File: src/la_params.svh
`ifndef LA_PARAMS_SVH
`define LA_PARAMS_SVH

`define LA_RESET_PC     32'h1c00_0000
`define LA_NUM_ALU_OPS  12
`define LA_ZERO_REG     5'd0

// bit positions inside the one-hot alu operation
`define LA_ALU_ADD      0
`define LA_ALU_SUB      1
`define LA_ALU_SLT      2
`define LA_ALU_SLTU     3
`define LA_ALU_AND      4
`define LA_ALU_NOR      5
`define LA_ALU_OR       6
`define LA_ALU_XOR      7
`define LA_ALU_SLL      8
`define LA_ALU_SRL      9
`define LA_ALU_SRA      10
`define LA_ALU_LUI      11

`endif

File: src/la_pkg.sv
`include "la_params.svh"

package la_pkg;

    // data, address or instruction word
    typedef logic [31:0] word_t;

    typedef logic [4:0] reg_idx_t;

    // one bit per alu operation, at most one set
    typedef logic [`LA_NUM_ALU_OPS-1:0] alu_op_t;

    // one instruction at a time, unused steps skipped
    typedef enum logic [2:0] {
        st_fetch,
        st_decode,
        st_exec,
        st_mem,
        st_wb
    } state_t;

endpackage

File: src/la_decoder.sv
`include "la_params.svh"

module la_decoder (
    input  la_pkg::word_t    inst,
    input  la_pkg::word_t    pc,
    output la_pkg::alu_op_t  alu_op,
    output la_pkg::reg_idx_t rf_raddr1,
    output la_pkg::reg_idx_t rf_raddr2,
    output la_pkg::reg_idx_t dest,
    output logic             src1_is_pc,
    output logic             src2_is_imm,
    output la_pkg::word_t    imm,
    output logic             is_load,
    output logic             is_store,
    output logic             gr_we,
    output logic             is_cond_branch,
    output logic             branch_on_eq,
    output logic             is_jump,
    output logic             is_jirl,
    output la_pkg::word_t    branch_target_offs
);

    la_pkg::reg_idx_t rd;
    la_pkg::reg_idx_t rj;
    la_pkg::reg_idx_t rk;

    logic aligned;
    logic grp_3r;
    logic grp_shift;

    logic inst_add_w;
    logic inst_sub_w;
    logic inst_slt;
    logic inst_sltu;
    logic inst_nor;
    logic inst_and;
    logic inst_or;
    logic inst_xor;
    logic inst_slli_w;
    logic inst_srli_w;
    logic inst_srai_w;
    logic inst_addi_w;
    logic inst_lu12i_w;
    logic inst_ld_w;
    logic inst_st_w;
    logic inst_jirl;
    logic inst_b;
    logic inst_bl;
    logic inst_beq;
    logic inst_bne;

    logic need_ui5;
    logic need_si20;
    logic need_si26;
    logic src2_is_4;

    assign rd = inst[4:0];
    assign rj = inst[9:5];
    assign rk = inst[14:10];

    // a jirl to a misaligned target fetches nothing we can execute
    assign aligned   = (pc[1:0] == 2'b00);
    assign grp_3r    = aligned && (inst[31:20] == 12'h001);
    assign grp_shift = aligned && (inst[31:20] == 12'h004);

    assign inst_add_w   = grp_3r && (inst[19:15] == 5'h00);
    assign inst_sub_w   = grp_3r && (inst[19:15] == 5'h02);
    assign inst_slt     = grp_3r && (inst[19:15] == 5'h04);
    assign inst_sltu    = grp_3r && (inst[19:15] == 5'h05);
    assign inst_nor     = grp_3r && (inst[19:15] == 5'h08);
    assign inst_and     = grp_3r && (inst[19:15] == 5'h09);
    assign inst_or      = grp_3r && (inst[19:15] == 5'h0a);
    assign inst_xor     = grp_3r && (inst[19:15] == 5'h0b);
    assign inst_slli_w  = grp_shift && (inst[19:15] == 5'h01);
    assign inst_srli_w  = grp_shift && (inst[19:15] == 5'h09);
    assign inst_srai_w  = grp_shift && (inst[19:15] == 5'h11);
    assign inst_addi_w  = aligned && (inst[31:22] == 10'h00a);
    assign inst_ld_w    = aligned && (inst[31:22] == 10'h0a2);
    assign inst_st_w    = aligned && (inst[31:22] == 10'h0a6);
    assign inst_lu12i_w = aligned && (inst[31:25] == 7'h0a);   // bit 25 clear
    assign inst_jirl    = aligned && (inst[31:26] == 6'h13);
    assign inst_b       = aligned && (inst[31:26] == 6'h14);
    assign inst_bl      = aligned && (inst[31:26] == 6'h15);
    assign inst_beq     = aligned && (inst[31:26] == 6'h16);
    assign inst_bne     = aligned && (inst[31:26] == 6'h17);

    // address math of loads, stores and links goes through the adder
    assign alu_op[`LA_ALU_ADD]  = inst_add_w | inst_addi_w | inst_ld_w | inst_st_w
                                | inst_jirl | inst_bl;
    assign alu_op[`LA_ALU_SUB]  = inst_sub_w;
    assign alu_op[`LA_ALU_SLT]  = inst_slt;
    assign alu_op[`LA_ALU_SLTU] = inst_sltu;
    assign alu_op[`LA_ALU_AND]  = inst_and;
    assign alu_op[`LA_ALU_NOR]  = inst_nor;
    assign alu_op[`LA_ALU_OR]   = inst_or;
    assign alu_op[`LA_ALU_XOR]  = inst_xor;
    assign alu_op[`LA_ALU_SLL]  = inst_slli_w;
    assign alu_op[`LA_ALU_SRL]  = inst_srli_w;
    assign alu_op[`LA_ALU_SRA]  = inst_srai_w;
    assign alu_op[`LA_ALU_LUI]  = inst_lu12i_w;

    assign need_ui5  = inst_slli_w | inst_srli_w | inst_srai_w;
    assign need_si20 = inst_lu12i_w;
    assign need_si26 = inst_b | inst_bl;
    assign src2_is_4 = inst_jirl | inst_bl;   // link value is pc + 4

    assign imm = src2_is_4 ? 32'd4 :
                 need_si20 ? {inst[24:5], 12'b0} :
                 need_ui5  ? {27'b0, inst[14:10]} :
                             {{20{inst[21]}}, inst[21:10]};

    assign branch_target_offs = need_si26 ? {{4{inst[9]}}, inst[9:0], inst[25:10], 2'b0}
                                          : {{14{inst[25]}}, inst[25:10], 2'b0};

    assign rf_raddr1 = rj;
    assign rf_raddr2 = (inst_beq | inst_bne | inst_st_w) ? rd : rk;
    assign dest      = inst_bl ? 5'd1 : rd;

    assign src1_is_pc  = inst_jirl | inst_bl;
    assign src2_is_imm = need_ui5 | inst_addi_w | inst_ld_w | inst_st_w | need_si20
                       | src2_is_4;

    assign is_load  = inst_ld_w;
    assign is_store = inst_st_w;
    assign gr_we    = grp_3r & (|alu_op) | need_ui5 | inst_addi_w | inst_lu12i_w
                    | inst_ld_w | inst_jirl | inst_bl;

    assign is_cond_branch = inst_beq | inst_bne;
    assign branch_on_eq   = inst_beq;
    assign is_jump        = inst_b | inst_bl | inst_jirl;
    assign is_jirl        = inst_jirl;

endmodule

File: src/la_alu.sv
`include "la_params.svh"

module la_alu (
    input  la_pkg::alu_op_t alu_op,
    input  la_pkg::word_t   src1,
    input  la_pkg::word_t   src2,
    output la_pkg::word_t   result
);

    la_pkg::word_t add_res;
    la_pkg::word_t sub_res;
    la_pkg::word_t slt_res;
    la_pkg::word_t sltu_res;
    la_pkg::word_t sll_res;
    la_pkg::word_t srl_res;
    la_pkg::word_t sra_res;
    logic [4:0]    shamt;

    assign shamt = src2[4:0];

    assign add_res  = src1 + src2;
    assign sub_res  = src1 - src2;
    assign slt_res  = {31'b0, $signed(src1) < $signed(src2)};
    assign sltu_res = {31'b0, src1 < src2};
    assign sll_res  = src1 << shamt;
    assign srl_res  = src1 >> shamt;
    assign sra_res  = la_pkg::word_t'($signed(src1) >>> shamt);

    // one-hot select, nothing selected gives zero
    always_comb begin
        result = '0;
        if (alu_op[`LA_ALU_ADD])  result = result | add_res;
        if (alu_op[`LA_ALU_SUB])  result = result | sub_res;
        if (alu_op[`LA_ALU_SLT])  result = result | slt_res;
        if (alu_op[`LA_ALU_SLTU]) result = result | sltu_res;
        if (alu_op[`LA_ALU_AND])  result = result | (src1 & src2);
        if (alu_op[`LA_ALU_NOR])  result = result | ~(src1 | src2);
        if (alu_op[`LA_ALU_OR])   result = result | (src1 | src2);
        if (alu_op[`LA_ALU_XOR])  result = result | (src1 ^ src2);
        if (alu_op[`LA_ALU_SLL])  result = result | sll_res;
        if (alu_op[`LA_ALU_SRL])  result = result | srl_res;
        if (alu_op[`LA_ALU_SRA])  result = result | sra_res;
        if (alu_op[`LA_ALU_LUI])  result = result | src2;   // imm already shifted
    end

endmodule

File: src/la_regfile.sv
`include "la_params.svh"

module la_regfile (
    input  logic             clk,
    input  la_pkg::reg_idx_t raddr1,
    input  la_pkg::reg_idx_t raddr2,
    input  logic             we,
    input  la_pkg::reg_idx_t waddr,
    input  la_pkg::word_t    wdata,
    output la_pkg::word_t    rdata1,
    output la_pkg::word_t    rdata2
);

    la_pkg::word_t regs [32];

    always_ff @(posedge clk) begin
        if (we && (waddr != `LA_ZERO_REG)) begin
            regs[waddr] <= wdata;
        end
    end

    // r0 is hardwired, never read from the array
    assign rdata1 = (raddr1 == `LA_ZERO_REG) ? '0 : regs[raddr1];
    assign rdata2 = (raddr2 == `LA_ZERO_REG) ? '0 : regs[raddr2];

endmodule

File: src/la_control.sv
`include "la_params.svh"

module la_control (
    input  logic             clk,
    input  logic             reset,
    input  la_pkg::word_t    inst_sram_rdata,
    input  la_pkg::word_t    data_sram_rdata,
    input  la_pkg::alu_op_t  alu_op,
    input  la_pkg::reg_idx_t dest,
    input  logic             src1_is_pc,
    input  logic             src2_is_imm,
    input  la_pkg::word_t    imm,
    input  logic             is_load,
    input  logic             is_store,
    input  logic             gr_we,
    input  logic             is_cond_branch,
    input  logic             branch_on_eq,
    input  logic             is_jump,
    input  logic             is_jirl,
    input  la_pkg::word_t    branch_target_offs,
    input  la_pkg::word_t    rf_rdata1,
    input  la_pkg::word_t    rf_rdata2,
    input  la_pkg::word_t    alu_result,
    output la_pkg::word_t    inst_sram_addr,
    output logic             data_sram_we,
    output la_pkg::word_t    data_sram_addr,
    output la_pkg::word_t    data_sram_wdata,
    output la_pkg::word_t    decode_inst,
    output la_pkg::word_t    decode_pc,
    output la_pkg::alu_op_t  alu_op_q,
    output la_pkg::word_t    alu_src1,
    output la_pkg::word_t    alu_src2,
    output logic             rf_we,
    output la_pkg::reg_idx_t rf_waddr,
    output la_pkg::word_t    rf_wdata,
    output la_pkg::word_t    debug_wb_pc,
    output logic [3:0]       debug_wb_rf_we,
    output la_pkg::reg_idx_t debug_wb_rf_wnum,
    output la_pkg::word_t    debug_wb_rf_wdata
);

    la_pkg::state_t   state;
    la_pkg::state_t   state_next;
    la_pkg::word_t    pc;
    la_pkg::word_t    pc_next;
    la_pkg::word_t    br_target;
    logic             br_taken;

    la_pkg::word_t    inst_pc_q;       // pc of the instruction in flight
    la_pkg::word_t    store_data_q;
    la_pkg::word_t    mem_data_q;
    la_pkg::reg_idx_t dest_q;
    logic             gr_we_q;
    logic             is_load_q;
    logic             is_store_q;

    always_comb begin
        state_next = state;
        case (state)
            la_pkg::st_fetch:  state_next = la_pkg::st_decode;
            // branches, b and unknown words end here
            la_pkg::st_decode: state_next = (gr_we || is_store) ? la_pkg::st_exec
                                                                : la_pkg::st_fetch;
            la_pkg::st_exec: begin
                if (is_load_q)
                    state_next = la_pkg::st_mem;
                else if (is_store_q)
                    state_next = la_pkg::st_fetch;
                else
                    state_next = la_pkg::st_wb;
            end
            la_pkg::st_mem:    state_next = la_pkg::st_wb;
            default:           state_next = la_pkg::st_fetch;
        endcase
    end

    // branch resolution in decode, rd sits on read port 2
    assign br_taken  = is_jump || (is_cond_branch && ((rf_rdata1 == rf_rdata2) == branch_on_eq));
    assign br_target = (is_jirl ? rf_rdata1 : pc) + branch_target_offs;
    assign pc_next   = br_taken ? br_target : pc + 32'd4;

    always_ff @(posedge clk) begin
        if (reset) begin
            state      <= la_pkg::st_fetch;
            pc         <= `LA_RESET_PC;
            alu_op_q   <= '0;
            gr_we_q    <= 1'b0;
            is_load_q  <= 1'b0;
            is_store_q <= 1'b0;
        end else begin
            state <= state_next;
            if (state == la_pkg::st_decode) begin
                pc         <= pc_next;
                alu_op_q   <= alu_op;
                gr_we_q    <= gr_we;
                is_load_q  <= is_load;
                is_store_q <= is_store;
            end
        end
    end

    always_ff @(posedge clk) begin
        if (state == la_pkg::st_decode) begin
            inst_pc_q    <= pc;
            dest_q       <= dest;
            alu_src1     <= src1_is_pc ? pc : rf_rdata1;
            alu_src2     <= src2_is_imm ? imm : rf_rdata2;
            store_data_q <= rf_rdata2;
        end
        if (state == la_pkg::st_mem) begin
            mem_data_q <= data_sram_rdata;
        end
    end

    assign inst_sram_addr = pc;
    // decoder outputs only matter in decode
    assign decode_inst    = inst_sram_rdata;
    assign decode_pc      = pc;

    assign data_sram_we    = (state == la_pkg::st_exec) && is_store_q;
    assign data_sram_addr  = alu_result;
    assign data_sram_wdata = store_data_q;

    assign rf_we    = (state == la_pkg::st_wb) && gr_we_q;
    assign rf_waddr = dest_q;
    assign rf_wdata = is_load_q ? mem_data_q : alu_result;

    // trace mirrors the register write
    assign debug_wb_pc       = inst_pc_q;
    assign debug_wb_rf_we    = {4{rf_we}};
    assign debug_wb_rf_wnum  = rf_waddr;
    assign debug_wb_rf_wdata = rf_wdata;

endmodule

File: src/la_cpu_top.sv
module la_cpu_top (
    input  logic             clk,
    input  logic             reset,
    input  la_pkg::word_t    inst_sram_rdata,
    input  la_pkg::word_t    data_sram_rdata,
    output la_pkg::word_t    inst_sram_addr,
    output logic             data_sram_we,
    output la_pkg::word_t    data_sram_addr,
    output la_pkg::word_t    data_sram_wdata,
    output la_pkg::word_t    debug_wb_pc,
    output logic [3:0]       debug_wb_rf_we,
    output la_pkg::reg_idx_t debug_wb_rf_wnum,
    output la_pkg::word_t    debug_wb_rf_wdata
);

    la_pkg::word_t    decode_inst;
    la_pkg::word_t    decode_pc;

    // decoder outputs
    la_pkg::alu_op_t  alu_op;
    la_pkg::reg_idx_t rf_raddr1;
    la_pkg::reg_idx_t rf_raddr2;
    la_pkg::reg_idx_t dest;
    logic             src1_is_pc;
    logic             src2_is_imm;
    la_pkg::word_t    imm;
    logic             is_load;
    logic             is_store;
    logic             gr_we;
    logic             is_cond_branch;
    logic             branch_on_eq;
    logic             is_jump;
    logic             is_jirl;
    la_pkg::word_t    branch_target_offs;

    la_pkg::word_t    rf_rdata1;
    la_pkg::word_t    rf_rdata2;
    logic             rf_we;
    la_pkg::reg_idx_t rf_waddr;
    la_pkg::word_t    rf_wdata;

    la_pkg::alu_op_t  alu_op_q;
    la_pkg::word_t    alu_src1;
    la_pkg::word_t    alu_src2;
    la_pkg::word_t    alu_result;

    la_control i_la_control (
        .clk, .reset,
        .inst_sram_rdata, .data_sram_rdata,
        .alu_op, .dest, .src1_is_pc, .src2_is_imm, .imm,
        .is_load, .is_store, .gr_we,
        .is_cond_branch, .branch_on_eq, .is_jump, .is_jirl, .branch_target_offs,
        .rf_rdata1, .rf_rdata2, .alu_result,
        .inst_sram_addr, .data_sram_we, .data_sram_addr, .data_sram_wdata,
        .decode_inst, .decode_pc,
        .alu_op_q, .alu_src1, .alu_src2,
        .rf_we, .rf_waddr, .rf_wdata,
        .debug_wb_pc, .debug_wb_rf_we, .debug_wb_rf_wnum, .debug_wb_rf_wdata
    );

    la_decoder i_la_decoder (
        .inst (decode_inst),
        .pc   (decode_pc),
        .alu_op, .rf_raddr1, .rf_raddr2, .dest,
        .src1_is_pc, .src2_is_imm, .imm,
        .is_load, .is_store, .gr_we,
        .is_cond_branch, .branch_on_eq, .is_jump, .is_jirl, .branch_target_offs
    );

    la_regfile i_la_regfile (
        .clk,
        .raddr1 (rf_raddr1),
        .raddr2 (rf_raddr2),
        .we     (rf_we),
        .waddr  (rf_waddr),
        .wdata  (rf_wdata),
        .rdata1 (rf_rdata1),
        .rdata2 (rf_rdata2)
    );

    la_alu i_la_alu (
        .alu_op (alu_op_q),
        .src1   (alu_src1),
        .src2   (alu_src2),
        .result (alu_result)
    );

endmodule

File: config.mk
export PLATFORM = sky130hd
export DESIGN_NAME = la_cpu_top
export DESIGN_NICKNAME = d
export VERILOG_FILES = /design/src/la_pkg.sv /design/src/la_decoder.sv /design/src/la_alu.sv /design/src/la_regfile.sv /design/src/la_control.sv /design/src/la_cpu_top.sv
export VERILOG_INCLUDE_DIRS = /design/src
export SDC_FILE = /design/constraint.sdc
export NUM_CORES = 2
export LEC_CHECK = 0
export ABC_AREA = 0
export BUFFER_PORTS_ARGS = -buffer_cell sky130_fd_sc_hd__buf_2
export CAP_MARGIN = 15
export CORE_ASPECT_RATIO = 0.7
export CORE_MARGIN = 2
export CORE_UTILIZATION = 55
export DETAILED_ROUTE_END_ITERATION = 10
export PLACE_DENSITY_LB_ADDON = 0.3
export SLEW_MARGIN = 20
export SYNTH_ARGS = -nofsm -noshare
export SYNTH_HDL_FRONTEND = slang
export SYNTH_HIERARCHICAL = 1
export SYNTH_SLANG_ARGS = --single-unit
File: constraint.sdc
create_clock -name clk -period 6.1 [get_ports clk]
set_input_delay 0.305 -clock clk [delete_from_list [all_inputs] [get_ports clk]]
set_output_delay 0.305 -clock clk [all_outputs]
set_load 0.02 [all_outputs]
==> results.toml <==
[worst_hold_path]
hp-class = "in2reg"
hold_start = "inst_sram_rdata[15]"
hold_depth = 5

[floorplanning]
initial_utilization_pct = 55.5
die_h_microns = 303
pin_count = 236
rows = 109
coreArea_sq_um = 126000
dieWidth_microns = 431
fp.dieArea_sq_um = 130000

[logic_synthesis]
synth_largest_area_cell = "edfxtp_1"
async_flop_share_pct = 0
syn_area_per_cell_sq_um = 13.7
synth_top_area_share_pct = 50.9
ys_types = 107
synth_flop_cell = "edfxtp_1"
seq_area_frac_synth_pct = 52.3
yosysWarningCount = 6
synth_area_sq_um = 70100
synthCells = 5134
synthTopCellsByArea = "edfxtp_1 51%, mux4_2 10%, mux2i_1 5.8%"
synth-edff-count = 1189
ys_ff_latch = 1239

[worst_setup_path]
worstPathMaxFanout = 17
cp-start-kind = "register"
rr_startpoint = "i_la_control/decode_pc[0]$_SDFFE_PP0P_"
crit_type = "reg2out"
startpoint = "i_la_control/alu_src1[13]$_DFFE_PP_"
end_kind = "output pin"
ff2ff_path_depth = 23
critPathArrivalTime_ns = 5.80
reg2reg_slack_ns = 0.16
cp.required_ns = 5.79

[grt]
track_usage_pct = 40.7
grt_pass1_wl_microns = 373000
grt_pass1_vias = 49045
grt_util_met1_pct = 56.9
met3_usage_pct = 20.0
grtUsageMet2_pct = 53.3
grt.busiest_layer = "met1"
antenna_found_initial = 21
grt_max_degree = 126
grt.overflow.total = 0

[pwr]
internal_power_w = 0.0147
pwr-share-comb_pct = 18.0
p_switching_w = 0.00587
seq_power_share_pct = 46.6
p_leak_nw = 28.1
vdd_drop_max_uv = 264
power.share.switching_pct = 28.5
clock_power_share_pct = 35.5
powerDensity_nw_per_um2 = 263

[sta]
setup_violations = 1
slew_headroom_pct = 16.5
fin_crit_ns = 6.10
whs_ns = 0.0644
slew_viol_final = 0
period_share_pct = 100
worstMarginPinSlew_ns = 1.25
hold_viol = 0
worst_slack_ns = -0.00223
finClkSkew_ns = 0.0643
fmax_mhz = 164

[final_layout]
layout-drive-gt1-share_pct = 26.4
area_growth_pct = 11.8
num-fill-cells = 9277
seqCellArea_sq_um = 36700
final_nets = 5550
multiInputGateArea_sq_um = 30500
final_cell_area_sq_um = 78400

[placed_design]
dpl_cell_area_sq_um = 73700
portBuffers = 235
gp_congestion = 1.07
dp_hpwl_microns = 182000

[route]
drcViolationCount = 2
wl_microns = 272000
wl_per_cell_microns = 38.2
vias = 53280
first_pass_iters = 11
postRouteAntennaNets = 0
initialDrtViolationCount = 10443
viasPerCell = 7.48

[cts]
root_buffer = "clkbuf_16"
cts_buffers = 113
clock_path_buffers = 3
clock_sinks = 1239
clkTransAtPathRegs_ns = 0.07
htree_levels = 3
clk_latency_ns = 0.81
cts_tree = "done"

[flow_run]
drv_cap = 0

[outcome]
status = "finished, violations left"
violations = "design-rule violations, negative setup slack"
-- final cells by class --
type | count | share of cell area (%)
clock inverters | 75 | 1.01
repair buffers | 623 | 6.24
flip-flops and latches | 1239 | 46.8
clock buffers | 132 | 3.72
well taps | 1665 | 2.66
multi-input cells | 3249 | 38.9
inverters | 126 | 0.611
diodes | 12 | 0.0383
-- kinds of logic after synthesis --
| family | share of synthesized area, % |
|---|---|
| AOI/OAI and AO/OA | 11.2 |
| xor gates and xnor gates | 1.07 |
| adders and majority gates | 2.39 |
| buffers and inverters | 5.18 |
| DFF | 52.3 |
| muxes | 21.5 |
| other | 0.0107 |
| and+or+nand+nor | 6.38 |
-- synth_stat cells (26+ instances only) --
| cell type | instances |
|---|---|
| o21ai_0 | 172 |
| nand2_1 | 307 |
| nand3_1 | 59 |
| buf_1 | 31 |
| o221ai_1 | 84 |
| buf_2 | 82 |
| edfxtp_1 | 1189 |
| ha_1 | 129 |
| nor2b_1 | 63 |
| buf_4 | 226 |
| nand2b_1 | 27 |
| nor3_1 | 27 |
| mux4_2 | 316 |
| nor2_1 | 210 |
| mux2_2 | 218 |
| a21o_1 | 34 |
| nand4_1 | 69 |
| a222oi_1 | 26 |
| a211oi_1 | 92 |
| mux2i_1 | 407 |
| a21oi_1 | 233 |
| a22oi_1 | 76 |
| clkbuf_1 | 197 |
| xnor2_1 | 72 |
| mux4_1 | 54 |
| a311oi_1 | 40 |
| o21a_1 | 29 |
| a221oi_1 | 53 |
| dfxtp_1 | 50 |
| inv_1 | 120 |
| and2_1 | 32 |
-- worst max-delay path, stage by stage (launching register included) --
cell and delay (ns):
edfxtp_1 0.63, inv_1 0.16, ha_1 0.49, or3_1 0.50
or3_1 0.34, a31oi_1 0.44, o31ai_1 0.22, nand3_1 0.26
a2111oi_1 0.14, buf_4 0.18, o41ai_2 0.37, nor2b_4 0.35
o221ai_2 0.27, mux2_4 0.47, buf_2 0.21
-- layer usage --
layer | share of wire [%] | up-vias
met4 | 5.4 | 28
met1 | 36 | 26335
met5 | 0.066 | -
met2 | 39 | 5211
li1 | - | 20877
met3 | 19 | 829
-- power groups by stage --
stage	clock network [W]	logic (W)	registers (W)
4_1_cts	0.00732	0.00346	0.00959
3_5_place_dp	0	0.00342	0.00977
6_report	0.00731	0.00370	0.00960
2_1_floorplan	0	0.00216	0.00974
3_3_place_gp	0	0.00340	0.00977
5_1_grt	0.00762	0.00381	0.00959
-- registers in the layout, summed over array words and instances (netlist names) --
register,flops
i_la_regfile/regs,1024
i_la_control/decode_pc,32
i_la_control/data_sram_wdata,32
i_la_control/debug_wb_rf_wnum,5
i_la_control/is_store_q,1
i_la_control/debug_wb_pc,32
i_la_control/is_load_q,1
i_la_control/alu_op_q,12
i_la_control/alu_src1,32
i_la_control/gr_we_q,1
i_la_control/alu_src2,32
i_la_control/state,3
i_la_control/mem_data_q,32
-- repair_timing --
item                                   CTS  global route
hold buffers                            39             0
pin swaps                                3            15
gates resized for setup                 10            42
buffers inserted                         2            21
setup endpoints to repair               34            42
cloned                                   0             4
endpoints found under the hold margin   38             0
-- cells in the final DEF (no fill, tap or decap), drive strengths merged, types with 129 or more instances in the layout --
| cell | count |
|---|---|
| clkbuf | 134 |
| ha | 129 |
| nor2 | 213 |
| mux4 | 370 |
| a21oi | 234 |
| edfxtp | 1189 |
| mux2 | 219 |
| buf | 582 |
| nand2 | 308 |
| mux2i | 407 |
| o21ai | 179 |
-- worst paths after layout --
kind                                             endpoint
setup reg to reg  i_la_control/decode_pc[27]$_SDFFE_PP1P_
setup / recovery                     debug_wb_rf_wdata[0]
hold reg to reg         i_la_control/gr_we_q$_SDFFE_PP0P_
hold / removal      i_la_control/alu_op_q[7]$_SDFFE_PP0P_
-- stage by stage --
stage	cells	power (W)	util (%)	setup WS (ns)	setup TNS [ns]
2_1_floorplan	5166	0.0119	-	0.548	0
3_3_place_gp	6829	0.0132	58.2	-0.308	-4.59
3_5_place_dp	6835	0.0132	58.3	-0.498	-10.86
4_1_cts	7083	0.0204	61.6	0.0160	0
5_1_grt	7116	0.0210	62.0	-0.0120	-0.0216
6_report	7121	0.0206	62.0	-0.00223	-0.00223
Note: power is estimated with default switching activity, not from simulation.
